### config.mk
export PLATFORM = sky130hd
export DESIGN_NAME = midi_synth_top
export DESIGN_NICKNAME = d
export VERILOG_FILES = /design/src/logic/audio_pkg.sv /design/src/logic/midi_pkg.sv /design/src/logic/midi_synth_top.sv /design/src/logic/sigma_delta_dac.sv /design/src/logic/pulse_voice.sv /design/src/logic/midi_decoder.sv /design/src/logic/uart_rx.sv
export VERILOG_INCLUDE_DIRS = /design/src /design/src/logic
export SDC_FILE = /design/constraint.sdc
export NUM_CORES = 1
export LEC_CHECK = 0
export CORE_MARGIN = 5
export CORE_UTILIZATION = 30
export DETAILED_ROUTE_END_ITERATION = 6
export DONT_BUFFER_PORTS = 1
export HOLD_SLACK_MARGIN = 0.03
export REMOVE_ABC_BUFFERS = 1
export SYNTH_ARGS = -nofsm -noshare
export SYNTH_HDL_FRONTEND = slang
export SYNTH_SLANG_ARGS = --single-unit
### constraint.sdc
create_clock -name clk -period 3.89 [get_ports clk]
set_input_delay 0.9725 -clock clk [delete_from_list [all_inputs] [get_ports clk]]
set_output_delay 0.9725 -clock clk [all_outputs]
set_load 0.01 [all_outputs]
### src/logic/synth_params.svh
/* Build constants for the MIDI synthesizer. CLK_FREQ must be a whole multiple of BAUD_RATE,
   and SAMPLE_DIV a power of two. */

`ifndef SYNTH_PARAMS_SVH
`define SYNTH_PARAMS_SVH

// ----------------------------------------
// Clocking and serial link
// ----------------------------------------
`define CLK_FREQ   100000000  // System clock in Hz
`define BAUD_RATE  31250      // MIDI serial rate

// ----------------------------------------
// Audio path
// ----------------------------------------
`define SAMPLE_DIV 2048       // Clocks per audio sample
`define SAMPLE_W   18         // Signed sample width
`define DAC_MBITS  16         // Accumulator width in each modulator

`endif
### src/logic/audio_pkg.sv
/* Audio sample types. Sample width follows SAMPLE_W from the params header. */

`default_nettype none

`include "synth_params.svh"

package audio_pkg;

    typedef logic signed [`SAMPLE_W-1:0] sample_t;

    typedef struct packed {
        sample_t left;
        sample_t right;
    } stereo_sample_t;

    // Samples per half wave of the square voice
    typedef logic [6:0] half_period_t;

endpackage

`default_nettype wire

### src/logic/midi_pkg.sv
/* MIDI byte and channel message types. Only channel voice messages are represented. */

`default_nettype none

package midi_pkg;

    typedef logic [7:0] midi_byte_t;
    typedef logic [6:0] midi_data_t;   // Data byte payload, MSB stripped
    typedef logic [3:0] midi_chan_t;

    // Low three bits of the status nibble, 8h..Eh
    typedef enum logic [2:0] {
        cmd_note_off      = 3'd0,
        cmd_note_on       = 3'd1,
        cmd_poly_pressure = 3'd2,
        cmd_control       = 3'd3,
        cmd_program       = 3'd4,
        cmd_chan_pressure = 3'd5,
        cmd_pitch_bend    = 3'd6
    } midi_cmd_e;

    typedef struct packed {
        midi_cmd_e  cmd;
        midi_chan_t channel;
        midi_data_t data0;   // Note number or first parameter
        midi_data_t data1;   // Velocity, zero for one-byte messages
    } midi_msg_t;

endpackage

`default_nettype wire

### src/logic/midi_synth_top.sv
/* MIDI in to stereo 1-bit audio on a single 100 MHz clock. The parallel sample bus is
   exported for a later codec. */

`default_nettype none

`include "synth_params.svh"

module midi_synth_top (
    input  wire logic                  clk,
    input  wire logic                  reset,
    input  wire logic                  rx,
    output logic                       dac_left,
    output logic                       dac_right,
    output audio_pkg::stereo_sample_t  samples,
    output logic                       sample_valid
);
    import midi_pkg::*;

    midi_byte_t byte_data;
    logic       byte_valid;
    midi_msg_t  msg;
    logic       msg_valid;

    uart_rx u_uart_rx (
        .clk        (clk),
        .reset      (reset),
        .rx         (rx),
        .byte_data  (byte_data),
        .byte_valid (byte_valid)
    );

    midi_decoder u_midi_decoder (
        .clk        (clk),
        .reset      (reset),
        .byte_data  (byte_data),
        .byte_valid (byte_valid),
        .msg        (msg),
        .msg_valid  (msg_valid)
    );

    pulse_voice u_pulse_voice (
        .clk          (clk),
        .reset        (reset),
        .msg          (msg),
        .msg_valid    (msg_valid),
        .samples      (samples),
        .sample_valid (sample_valid)
    );

    // One modulator per channel, both on the held sample
    sigma_delta_dac #(.MBITS(`DAC_MBITS)) u_dac_left (
        .clk    (clk),
        .reset  (reset),
        .sample (samples.left),
        .dout   (dac_left)
    );

    sigma_delta_dac #(.MBITS(`DAC_MBITS)) u_dac_right (
        .clk    (clk),
        .reset  (reset),
        .sample (samples.right),
        .dout   (dac_right)
    );

endmodule

`default_nettype wire

### src/logic/sigma_delta_dac.sv
/* First-order sigma-delta modulator. MBITS must not exceed SAMPLE_W; lower bits are dropped. */

`default_nettype none

`include "synth_params.svh"

module sigma_delta_dac #(
    parameter int MBITS = `DAC_MBITS
) (
    input  wire logic              clk,
    input  wire logic              reset,
    input  wire audio_pkg::sample_t sample,
    output logic                   dout
);

    logic [`SAMPLE_W-1:0] offset_sample;
    logic [MBITS-1:0]     acc;
    logic [MBITS:0]       sum;

    // Flip the sign bit, zero maps to mid-scale
    assign offset_sample = {~sample[`SAMPLE_W-1], sample[`SAMPLE_W-2:0]};

    assign sum = {1'b0, acc} + {1'b0, offset_sample[`SAMPLE_W-1 -: MBITS]};

    always_ff @(posedge clk) begin
        if (reset) begin
            acc  <= '0;
            dout <= 1'b0;
        end else begin
            acc  <= sum[MBITS-1:0];
            dout <= sum[MBITS];   // Carry out is the pulse
        end
    end

endmodule

`default_nettype wire

### src/logic/pulse_voice.sv
/* Single square-wave voice with per-channel pan. A new note-on replaces the current note;
   samples only change on the sample strobe. */

`default_nettype none

`include "synth_params.svh"

module pulse_voice (
    input  wire logic                  clk,
    input  wire logic                  reset,
    input  wire midi_pkg::midi_msg_t   msg,
    input  wire logic                  msg_valid,
    output audio_pkg::stereo_sample_t  samples,
    output logic                       sample_valid
);
    import midi_pkg::*;
    import audio_pkg::*;

    localparam int DIV_W = $clog2(`SAMPLE_DIV);

    logic [DIV_W-1:0] div_cnt;
    logic             tick;
    logic             active;
    logic             positive;     // Current half of the wave
    logic             pan_left;
    logic             pan_right;
    midi_data_t       note;
    sample_t          level;
    sample_t          wave;
    half_period_t     half_period;
    half_period_t     phase_cnt;
    logic [7:0]       hp_raw;
    logic             is_note_on;
    logic             is_note_off;

    assign tick = (div_cnt == DIV_W'(`SAMPLE_DIV - 1));

    // Note 0 would need 128, saturate to the 7-bit maximum
    assign hp_raw = 8'd128 - {1'b0, msg.data0};

    assign is_note_on  = (msg.cmd == cmd_note_on) && (msg.data1 != '0);
    assign is_note_off = ((msg.cmd == cmd_note_off) ||
                          (msg.cmd == cmd_note_on && msg.data1 == '0)) &&
                         (msg.data0 == note);

    assign wave = positive ? level : -level;

    // ----------------------------------------
    // Sample-rate timer
    // ----------------------------------------
    always_ff @(posedge clk) begin
        if (reset) begin
            div_cnt      <= '0;
            sample_valid <= 1'b0;
        end else begin
            div_cnt      <= div_cnt + 1'b1;  // Wraps at SAMPLE_DIV
            sample_valid <= tick;
        end
    end

    // ----------------------------------------
    // Voice state and sample output
    // ----------------------------------------
    always_ff @(posedge clk) begin
        if (reset) begin
            active    <= 1'b0;
            positive  <= 1'b1;
            phase_cnt <= '0;
            samples   <= '0;
        end else begin
            if (tick) begin
                samples.left  <= (active && pan_left)  ? wave : '0;
                samples.right <= (active && pan_right) ? wave : '0;
                if (phase_cnt == half_period - 1'b1) begin
                    phase_cnt <= '0;
                    positive  <= ~positive;
                end else begin
                    phase_cnt <= phase_cnt + 1'b1;
                end
            end

            if (msg_valid && is_note_on) begin
                active      <= 1'b1;
                note        <= msg.data0;
                level       <= {1'b0, msg.data1, 10'd0};   // Velocity times 1024
                half_period <= hp_raw[7] ? 7'd127 : hp_raw[6:0];
                pan_left    <= (msg.channel != 4'd1);
                pan_right   <= (msg.channel != 4'd0);
                positive    <= 1'b1;   // Restart on the positive half
                phase_cnt   <= '0;
            end else if (msg_valid && is_note_off) begin
                active <= 1'b0;
            end
        end
    end

endmodule

`default_nettype wire

### src/logic/midi_decoder.sv
/* Channel message decoder with running status. System bytes F0h and up cancel running
   status and are otherwise ignored. */

`default_nettype none

module midi_decoder (
    input  wire logic                 clk,
    input  wire logic                 reset,
    input  wire midi_pkg::midi_byte_t byte_data,
    input  wire logic                 byte_valid,
    output midi_pkg::midi_msg_t       msg,
    output logic                      msg_valid
);
    import midi_pkg::*;

    typedef enum logic [1:0] {
        st_idle,
        st_wait_d0,
        st_wait_d1
    } dec_state_e;

    dec_state_e state;
    logic       run_valid;   // Running status held
    midi_cmd_e  run_cmd;
    midi_chan_t run_chan;
    midi_data_t data0_q;
    logic       one_data;

    // Program change and channel pressure carry one data byte
    assign one_data = (run_cmd == cmd_program) || (run_cmd == cmd_chan_pressure);

    always_ff @(posedge clk) begin
        msg_valid <= 1'b0;
        if (reset) begin
            state     <= st_idle;
            run_valid <= 1'b0;
        end else if (byte_valid) begin
            if (byte_data[7]) begin
                // ----------------------------------------
                // Status byte
                // ----------------------------------------
                if (byte_data[7:4] == 4'hF) begin
                    run_valid <= 1'b0;
                    state     <= st_idle;
                end else begin
                    run_cmd   <= midi_cmd_e'(byte_data[6:4]);
                    run_chan  <= byte_data[3:0];
                    run_valid <= 1'b1;
                    state     <= st_wait_d0;
                end
            end else begin
                // ----------------------------------------
                // Data byte
                // ----------------------------------------
                case (state)
                    st_idle, st_wait_d0: begin
                        if (run_valid) begin  // Idle here means running status reuse
                            data0_q <= byte_data[6:0];
                            if (one_data) begin
                                msg.cmd     <= run_cmd;
                                msg.channel <= run_chan;
                                msg.data0   <= byte_data[6:0];
                                msg.data1   <= '0;
                                msg_valid   <= 1'b1;
                                state       <= st_idle;
                            end else begin
                                state <= st_wait_d1;
                            end
                        end
                    end
                    default: begin  // st_wait_d1
                        msg.cmd     <= run_cmd;
                        msg.channel <= run_chan;
                        msg.data0   <= data0_q;
                        msg.data1   <= byte_data[6:0];
                        msg_valid   <= 1'b1;
                        state       <= st_idle;
                    end
                endcase
            end
        end
    end

endmodule

`default_nettype wire

### src/logic/uart_rx.sv
/* 8N1 serial receiver, LSB first. A byte with a low stop bit is dropped without notice. */

`default_nettype none

`include "synth_params.svh"

module uart_rx (
    input  wire logic                 clk,
    input  wire logic                 reset,
    input  wire logic                 rx,
    output midi_pkg::midi_byte_t      byte_data,
    output logic                      byte_valid
);
    import midi_pkg::*;

    localparam int CLKS_PER_BIT = `CLK_FREQ / `BAUD_RATE;
    localparam int CNT_W        = $clog2(CLKS_PER_BIT);

    typedef enum logic [1:0] {
        st_idle,
        st_start,
        st_data,
        st_stop
    } rx_state_e;

    rx_state_e        state;
    logic [CNT_W-1:0] baud_cnt;
    logic [2:0]       bit_idx;
    logic             rx_meta;
    logic             rx_sync;
    midi_byte_t       shift_reg;

    // Two-flop synchronizer, line idles high
    always_ff @(posedge clk) begin
        if (reset) begin
            rx_meta <= 1'b1;
            rx_sync <= 1'b1;
        end else begin
            rx_meta <= rx;
            rx_sync <= rx_meta;
        end
    end

    always_ff @(posedge clk) begin
        byte_valid <= 1'b0;
        if (reset) begin
            state    <= st_idle;
            baud_cnt <= '0;
            bit_idx  <= '0;
        end else begin
            case (state)
                st_idle: begin
                    baud_cnt <= '0;
                    if (!rx_sync) state <= st_start;   // Falling edge of start bit
                end
                st_start: begin
                    if (baud_cnt == CNT_W'(CLKS_PER_BIT / 2 - 1)) begin
                        baud_cnt <= '0;
                        bit_idx  <= '0;
                        state    <= rx_sync ? st_idle : st_data;  // Glitch rejection
                    end else begin
                        baud_cnt <= baud_cnt + 1'b1;
                    end
                end
                st_data: begin
                    if (baud_cnt == CNT_W'(CLKS_PER_BIT - 1)) begin
                        baud_cnt  <= '0;
                        shift_reg <= {rx_sync, shift_reg[7:1]};
                        bit_idx   <= bit_idx + 1'b1;
                        if (bit_idx == 3'd7) state <= st_stop;
                    end else begin
                        baud_cnt <= baud_cnt + 1'b1;
                    end
                end
                default: begin  // st_stop
                    if (baud_cnt == CNT_W'(CLKS_PER_BIT - 1)) begin
                        byte_valid <= rx_sync;
                        state      <= st_idle;
                    end else begin
                        baud_cnt <= baud_cnt + 1'b1;
                    end
                end
            endcase
        end
    end

    assign byte_data = shift_reg;  // Held until the next byte shifts in

endmodule

`default_nettype wire

==> results of run 1 <==
==> power breakdown <==
part / internal (mW) / leakage (nW) / switching [mW]
Sequential: 1.58 / 1.22 / 0.00870
Combinational: 0.0364 / 1.08 / 0.0665
Clock: 1.05 / 0.303 / 0.599
==> state kept, by name, indices dropped and copies added, names as in the netlist, 2 cells and up <==
name                       flops
u_dac_left.acc                 8
u_dac_right.acc                8
u_midi_decoder.data0_q         7
u_midi_decoder.msg            21
u_midi_decoder.run_chan        4
u_midi_decoder.run_cmd         3
u_pulse_voice.div_cnt         11
u_pulse_voice.half_period      7
u_pulse_voice.level            7
u_pulse_voice.note             7
u_pulse_voice.phase_cnt        7
u_pulse_voice.samples         16
u_uart_rx.baud_cnt            12
u_uart_rx.bit_idx              3
u_uart_rx.byte_data            8
u_uart_rx.state                2
==> cells by family after synthesis <==
group / Yosys count / share of synthesized area
flip-flops: 144 / 0.550
AO/OA/AOI/OAI: 83 / 0.0911
AND/OR/NAND/NOR: 208 / 0.165
other: 1 / 0.000582
adder cells (fa/ha/maj): 30 / 0.0606
buffers and inverters: 59 / 0.0489
multiplexers: 12 / 0.0202
XOR/XNOR: 47 / 0.0639
==> per-layer routing <==
layer  wire, um  vias to the layer above  track usage  part of all wire
li1           -                     2064            -                 -
met1       5270                     1900        0.122              0.48
met2       5100                       72        0.152              0.46
met3        563                       17       0.0373             0.051
met4        152                        0       0.0335             0.014
met5          0                        -            0                 0
==> area by class of cell <==
| class | count | area share |
|---|---|---|
| sequential | 144 | 0.487 |
| multi-input combinational | 400 | 0.367 |
| clock buffer | 27 | 0.0768 |
| tap | 275 | 0.0473 |
| inverter | 21 | 0.0108 |
| clock inverter | 5 | 0.00809 |
| timing repair buffer | 3 | 0.00310 |
==> worst min path at each step <==
| stage | cells past startpoint | slack, ps | startpoint | end |
|---|---|---|---|---|
| after floorplan | 1 | 390 | u_uart_rx.rx_meta | u_uart_rx.rx_sync |
| after global placement | 1 | 400 | u_uart_rx.rx_meta | u_uart_rx.rx_sync |
| after detailed placement | 1 | 400 | u_uart_rx.rx_meta | u_uart_rx.rx_sync |
| after CTS | 1 | 420 | u_uart_rx.rx_meta | u_uart_rx.rx_sync |
| after global routing | 0 | 430 | u_midi_decoder.run_chan[0] | u_midi_decoder.msg[14] |
| final | 1 | 410 | u_uart_rx.rx_meta | u_uart_rx.rx_sync |
==> through the flow <==
stage	hold WS [ps]	instance area, um2	power (mW)
CTS	416	7270	3.39
global route	427	7270	3.48
finish	411	7270	3.35
detailed placement	401	6650	1.72
floorplan	389	6280	1.70
global placement	398	6650	1.72
==> layout by cell type (no fill, tap or decap), drive strengths merged, types with 2 or more instances in the layout <==
| cell type | synthesis | routed |
|---|---|---|
| a211oi | 3 | 3 |
| a21o | 5 | 5 |
| a21oi | 16 | 16 |
| a22o | 2 | 2 |
| a31oi | 2 | 2 |
| a32o | 8 | 8 |
| a32oi | 2 | 2 |
| and2 | 8 | 8 |
| and3 | 10 | 10 |
| and4 | 2 | 2 |
| buf | 28 | 3 |
| clkbuf | 10 | 27 |
| clkinv | 0 | 2 |
| conb | 1 | 20 |
| dfxtp | 78 | 78 |
| edfxtp | 66 | 66 |
| fa | 2 | 2 |
| ha | 28 | 28 |
| inv | 21 | 23 |
| mux2 | 8 | 8 |
| mux2i | 4 | 4 |
| nand2 | 31 | 31 |
| nand2b | 7 | 7 |
| nand3 | 19 | 19 |
| nand4 | 16 | 16 |
| nor2 | 63 | 63 |
| nor2b | 8 | 8 |
| nor3 | 19 | 19 |
| nor4 | 9 | 9 |
| o21a | 4 | 4 |
| o21ai | 21 | 21 |
| o2bb2ai | 2 | 2 |
| o31ai | 5 | 5 |
| or2 | 3 | 3 |
| or3 | 8 | 8 |
| xnor2 | 29 | 29 |
| xor2 | 18 | 18 |
==> metrics, run 1 <==
status=complete, no violations; final hold vios=0; most common cell in the netlist=dfxtp_1; worst setup path endpoint=u_dac_left.acc[14]; FMAX=about 0.44 GHz; Core Region=about 21,000 um2; clk slew on worst S/H paths=roughly 60 ps; Final WS setup=about 1600 ps; filler instances=roughly 2,100; Post-route DRC=0; Total Wirelength=approximately 11 mm; worst-margin pin slew=roughly 1200 ps; RR Startpoint=u_pulse_voice.samples[28]; Multi-input gate area=2670 um2; synth warn=0; Placed Cells=843; port bufs=0; post-CTS setup buffer count=0; Final Max Tran Viols=0; GRT Resource Usage Total=0.0965; reg2reg path depth=8; CP delay by family, top=adder cells; iteration-0 DRC count of the detailed router=a little under 200; io pins=42; Critical Path End Type=flip-flop; FF+latch area=approximately 3500 um2; GPL Wtd Cong=between 0.7 and 0.8; syn_area_per_cell=between 10 and 15 um2; first-pass GRT wire length=19.2 mm; commonest cells in the netlist=78 x dfxtp_1, 66 x edfxtp_1, 63 x nor2_1; CP max stage delay=410 ps; Stages on worst setup path=8; main flop type after synthesis=dfxtp_1; post-synth top area share=0.308; Avg WL per Cell=12.7 um; share of layout cells above drive strength 1=0.0917; HP Class=reg2reg; ys async rst share=0; synth unique cells=64; r2r setup slk=1640 ps; endpoint of the worst-slack reg-to-reg timing path=u_dac_left.acc[14]; pre-CTS setup slack=between 1000 and 1500 ps; Cell Chain, Critical Path=ha_1, fa_1, a21o_1, a21oi_1, nor2_1, o21a_1, or3_1, and3_1; Sink Count=approximately 140; worst vdd ir=around 370 uV; vias in the first global route=3,910; maxcap violations=0; num rows=53; Cells after Synth=approximately 600; # setup viols final=0; TritonCTS Buffers=17; RSZ-0062 raised after global routing=false; period utilisation layout=0.580; via/cell ratio=about 4.6; Crit path required time=about 4200 ps; Worst slew margin=0.191; Synth Register Bits=approximately 140; PostCTS Resize Cnt=0; Crit path arrival time=~2600 ps; Worst Path Buf+Inv=0; pwr dens=around 460 nW/um2; cell with the largest stage delay on the worst path=fa_1; Finished Layout Cells=roughly 900; worst-path fanout max=3; register area share after synthesis=0.550; setup TNS=0 ps; vias=4,053; CTS root buf=clkbuf_16; Die X=157 um; starting density of the core=0.306; crit path launch=u_pulse_voice.samples[28]; area delta synth->final=12.8%; largest net degree at the start of global routing=57; initial antenna violation count=0; Min Clock Period, post-route=roughly 2300 ps; hpwl dp=7.61 mm; CTS H-tree depth=4; TritonCTS clock tree=built; Clock Path Buffers=2; DR pass1 iterations=4; biggest area consumer among synthesized cells=edfxtp_1; Pleak=2.60 nW; Post-synth EDFFs=66; CP Launch Type=flip-flop; Final ANT Viol Nets=0; total grt overflow=0; final core utilization=0.345; worst setup path class=reg2reg; Die ar.=between 20,000 and 25,000 um2; Total Nets Final=between 600 and 700; # diodes=0; Skew-Pair Late Insertion Delay=about 400 ps; Setup Skew=11.1 ps; hold bufs inserted after CTS=0; Syn Std Cell Area=6440 um2; ranking of synthesized cells by area=edfxtp_1 31%, dfxtp_1 24%, ha_1 5.4%; Die Ht=between 150 and 200 um
(Power assumes the default switching activity.)
==> inputs of run 2 (changes only) <==
--- a/config.mk
+++ b/config.mk
@@ -6,6 +6,7 @@
 export SDC_FILE = /design/constraint.sdc
 export NUM_CORES = 1
 export LEC_CHECK = 0
+export ABC_AREA = 1
 export CORE_MARGIN = 5
 export CORE_UTILIZATION = 30
 export DETAILED_ROUTE_END_ITERATION = 6
==> constraint.sdc (replaced) <==
create_clock -name clk -period 2 [get_ports clk]
set_input_delay 0.5 -clock clk [delete_from_list [all_inputs] [get_ports clk]]
set_output_delay 0.5 -clock clk [all_outputs]
set_load 0.01 [all_outputs]
==> run 2 against run 1 <==
Highest routed layer unchanged. Largest power group is now sequential cells. Synthesized area increased by 4.8%. Sequential power increased by 96%. Sequential share of layout area decreased by 2.7 points. Die area increased by 4.5%. Synthesized cell count increased by 32%. Clock power increased by 87%. Worst setup slack got worse by 1400 ps. Non-clock buffer count increased by 13. Worst hold slack got worse by 250 ps. Largest cell class unchanged.
==> metrics, run 2 <==
PostCTS Resize Cnt=0; total grt overflow=0; CP max stage delay=~410 ps; FMAX=between 0.5 and 0.6 GHz; starting density of the core=0.301; Die Ht=160 um; share of layout cells above drive strength 1=0.0918; leading cell types in the layout, fill and taps excluded=166 x nand2_1, 100 x inv_1, 79 x nor2_1; register area share after synthesis=0.525; HP Class=in2reg; first-pass GRT wire length=21.1 mm; initial antenna violation count=0; worst vdd ir=562 uV; CTS root buf=clkbuf_16; CP Launch Type=flip-flop; # diodes=0; Pleak=approximately 3.2 nW; CP delay by family, top=simple AND/OR/NAND/NOR gates; WHS=between 150 and 200 ps; main flop type after synthesis=dfxtp_1; most common cell after layout, fill and taps aside=nand2_1; GRT Resource Usage Total=0.100; Core Region=approximately 22,000 um2; Die X=160 um; Crit path required time=between 2000 and 2500 ps; GPL Wtd Cong=roughly 0.8; num rows=between 50 and 60; Top reg by flops=u_midi_decoder.msg; synth warn=0; Total Nets Final=approximately 830; Critical Path End Type=flip-flop; Final ANT Viol Nets=0; Skew-Pair Late Insertion Delay=420 ps; biggest area consumer among synthesized cells=edfxtp_1; Post-synth EDFFs=66; TritonCTS Buffers=17; Synth Register Bits=~140; Finished Layout Cells=about 1,100; Die ar.=between 20,000 and 30,000 um2; Cells after Synth=just under 800; Min Clock Period, post-route=roughly 1800 ps; Placed Cells=around 1,100; vias=approximately 4,800; ys async rst share=0; port bufs=0; synth unique cells=45; status=complete, no violations; via/cell ratio=between 4 and 5; Final Max Tran Viols=0; Syn Std Cell Area=~6800 um2; largest net degree at the start of global routing=37; commonest cells in the netlist=166 x nand2_1, 100 x inv_1, 80 x nor2_1; Crit path arrival time=between 2000 and 2500 ps; final core utilization=0.343; worst setup path class=reg2reg; DR pass1 iterations=4; Total Wirelength=~12 mm; RSZ-0062 raised after global routing=false; Post-route DRC=0; post-CTS setup buffer count=0; Worst Path Buf+Inv=1; # setup viols final=0; Largest register FFs=21; Clock Path Buffers=2; ranking of synthesized cells by area=edfxtp_1 29%, dfxtp_1 23%, nand2_1 9.2%; Cell Chain, Critical Path=inv_1, ha_1, nand2_1, nor2_1, nand3_1, nand2_1, nand2_1, nor2_1, nand3_2, nand2_2, nor2_1; post-synth top area share=0.293; area delta synth->final=13.9%; worst-path fanout max=6; CTS H-tree depth=4; io pins=42; Setup Skew=between 6 and 7 ps; hold bufs inserted after CTS=0; maxcap violations=0; top flop regs=u_midi_decoder.msg: 21 flops, u_pulse_voice.samples: 16 flops, u_uart_rx.baud_cnt: 12 flops; vias in the first global route=about 4,600; syn_area_per_cell=about 8.8 um2; most common cell in the netlist=nand2_1; TritonCTS clock tree=built; Sink Count=about 140; clk slew on worst S/H paths=around 60 ps; iteration-0 DRC count of the detailed router=354; hpwl dp=approximately 8.9 mm; period utilisation layout=0.878; final hold vios=0; Avg WL per Cell=11.3 um; cell with the largest stage delay on the worst path=edfxtp_1; pwr dens=roughly 840 nW/um2
run 2: kinds of logic (layout without fill, tap and decap cells):
group	after synthesis	after routing	synth area share
compound gates	98	98	0.0809
xor+xnor	19	19	0.0246
fa+ha+maj	30	30	0.0578
buf+inv	136	153	0.0889
flops	144	144	0.525
other cells	1	20	0.000555
simple gates	342	342	0.223
run 2: stage by stage:
step / total power, mW / setup WS [ps] / instance area (um2) / TNS, ps
2_1_floorplan: 3.38 / -2860 / 6630 / -64820
3_3_place_gp: 3.44 / 253 / 7110 / 0
3_5_place_dp: 3.44 / 219 / 7110 / 0
4_1_cts: 6.53 / 221 / 7690 / 0
5_1_grt: 6.72 / 43.1 / 7690 / 0
6_report: 6.46 / 243 / 7690 / 0
run 2: worst paths after layout:
kind / start / to / slack, ps / cells past startpoint
worst min register to register: u_midi_decoder.run_chan[0] / u_midi_decoder.msg[14] / 420 / 0
worst max register to register: u_pulse_voice.half_period[0] / u_pulse_voice.phase_cnt[3] / 240 / 11
worst max-delay path: u_pulse_voice.half_period[0] / u_pulse_voice.phase_cnt[3] / 240 / 11
worst min-delay path: reset / u_midi_decoder.run_valid / 160 / 1
run 2: routing by layer:
metal	wire length, um	up-vias	part of all wire	global-route usage
met5	0	-	0	0
met4	165	0	0.013	0.0368
met3	481	17	0.039	0.0333
met2	5730	69	0.46	0.162
met1	5960	2204	0.48	0.124
li1	-	2541	-	-
run 2: where the power goes:
part	total (mW)	internal [mW]	switching, mW
Combinational	0.257	0.0931	0.164
Clock	3.08	1.87	1.21
Sequential	3.12	3.09	0.0284
run 2: layout make-up:
| cell class | instances | area (um2) |
|---|---|---|
| Fill cell | 2292 | 14700 |
| Sequential cell | 144 | 3540 |
| Multi-Input combinational cell | 509 | 2690 |
| Clock buffer | 20 | 447 |
| Inverter | 105 | 399 |
| Tap cell | 285 | 357 |
| Clock inverter | 12 | 136 |
| Timing Repair Buffer | 16 | 120 |
==> inputs of run 3 (changes only) <==
--- a/config.mk
+++ b/config.mk
@@ -7,11 +7,13 @@
 export NUM_CORES = 1
 export LEC_CHECK = 0
 export ABC_AREA = 1
+export CAP_MARGIN = 0
 export CORE_MARGIN = 5
 export CORE_UTILIZATION = 30
 export DETAILED_ROUTE_END_ITERATION = 6
 export DONT_BUFFER_PORTS = 1
 export HOLD_SLACK_MARGIN = 0.03
+export MAX_ROUTING_LAYER = met4
 export REMOVE_ABC_BUFFERS = 1
 export SYNTH_ARGS = -nofsm -noshare
 export SYNTH_HDL_FRONTEND = slang
==> run 3 against run 2 <==
Flip-flop and latch count unchanged. Clock-buffer cell count stayed put. Worst setup slack better by 1.6 ps. Combinational power about the same. Final area is the same. Largest cell class unchanged. Die area is the same. Sequential power is essentially flat. Wire length hardly changed. Maximum frequency about the same. Clock skew is essentially flat.
==> metrics, run 3 (synthesis gave the netlist of run 2 again) <==
status=complete, no violations; Die Ht=160 um; worst vdd ir=about 560 uV; worst setup path class=reg2reg; via/cell ratio=4.43; vias in the first global route=between 4,000 and 5,000; Avg WL per Cell=between 10 and 15 um; endpoint of the worst-slack reg-to-reg timing path=u_pulse_voice.phase_cnt[3]; most common cell after layout, fill and taps aside=nand2_1; Final ANT Viol Nets=0; Skew-Pair Late Insertion Delay=about 420 ps; hpwl dp=8.88 mm; pre-CTS setup slack=around 220 ps; final core utilization=0.343; worst-path fanout max=6; initial antenna violation count=0; clk slew on worst S/H paths=60 ps; maxcap violations=0; CTS root buf=clkbuf_16; top flop regs=u_midi_decoder.msg: 21 flops, u_pulse_voice.samples: 16 flops, u_uart_rx.baud_cnt: 12 flops; GPL Wtd Cong=between 0.8 and 0.9; share of layout cells above drive strength 1=0.0918; Tot Pwr=between 6 and 7 mW; Placed Area=approximately 7100 um2; first-pass GRT wire length=21.1 mm; Die X=roughly 160 um; WHS=approximately 160 ps; Min Clock Period, post-route=between 1500 and 2000 ps; TritonCTS Buffers=17; Finished Layout Cells=between 1,000 and 1,500; Total Nets Final=between 800 and 900; Top reg by flops=u_midi_decoder.msg; leading cell types in the layout, fill and taps excluded=166 x nand2_1, 100 x inv_1, 79 x nor2_1; num rows=55; Largest register FFs=21; Final Max Tran Viols=0; # diodes=0; Crit path required time=roughly 2300 ps; reg2reg path depth=11; RR Startpoint=u_pulse_voice.half_period[0]; io pins=42; crit path launch=u_pulse_voice.half_period[0]; Placed Cells=1,059; CP Launch Type=flip-flop; DR pass1 iterations=5; post-CTS setup buffer count=0; r2r setup slk=about 240 ps; TritonCTS clock tree=built; pwr dens=between 800 and 900 nW/um2; Setup Skew=7.11 ps; HP Class=in2reg; port bufs=0; total grt overflow=0; Clock Path Buffers=2; Sink Count=roughly 140; final instance area=7690 um2; setup TNS=0 ps; Post-route DRC=0; Critical Path End Type=flip-flop; Crit path arrival time=2070 ps; RSZ-0062 raised after global routing=false; Total Wirelength=approximately 12 mm; largest net degree at the start of global routing=37; starting density of the core=0.301; FMAX=around 0.57 GHz; Pleak=approximately 3.2 nW; Final WS setup=245 ps; PostCTS Resize Cnt=0; GRT Resource Usage Total=0.103; iteration-0 DRC count of the detailed router=around 360; worst setup path endpoint=u_pulse_voice.phase_cnt[3]; # setup viols final=0; period utilisation layout=0.878; final hold vios=0; Core Region=around 22,000 um2; vias=between 4,000 and 5,000; hold bufs inserted after CTS=0; Die ar.=~26,000 um2; CTS H-tree depth=4; area delta synth->final=13.9%
-- run 3: cell counts in the layout (fill, tap and decap cells not counted) --
Identical to the previous run, type by type.
-- run 3: how the worst min path moves through the flow --
stage	slack (ps)	startpoint	end	cells after the start
finish	160	reset	u_midi_decoder.run_valid	1
global route	140	reset	u_uart_rx.state[1]	1
CTS	140	reset	u_dac_right.acc[9]	1
detailed placement	400	u_midi_decoder.run_chan[0]	u_midi_decoder.msg[14]	0
global placement	400	u_midi_decoder.run_cmd[0]	u_midi_decoder.msg[18]	0
floorplan	390	u_uart_rx.rx_meta	u_uart_rx.rx_sync	1
-- run 3: layer usage --
metal | part of all wire | track usage
met1 | 0.48 | 0.125
met2 | 0.47 | 0.162
met3 | 0.041 | 0.0317
met4 | 0.011 | 0.0368
met5 | 0 | -
-- run 3: cell type report --
cell class / count / area (um2)
multi-input cells: 509 / 2690
clock buffers: 20 / 447
repair buffers: 16 / 120
well taps: 285 / 357
fillers: 2292 / 14700
inverters: 105 / 399
clock inverters: 12 / 136
flip-flops and latches: 144 / 3540
-- run 3: critical path, cell delays in order (launching register included) --
cell and delay, ps:
edfxtp_1 410, inv_1 120, ha_1 250, nand2_1 100, nor2_1 90, nand3_1 80, nand2_1 60, nand2_1 50
nor2_1 180, nand3_2 130, nand2_2 130, nor2_1 50
-- run 3: report_power, final --
part	total (mW)	internal, mW	leakage [nW]	switching (mW)
logic	0.257	0.0931	1.73	0.164
registers	3.12	3.09	1.23	0.0287
clock network	3.08	1.87	0.277	1.20
total	6.45	5.06	3.23	1.40
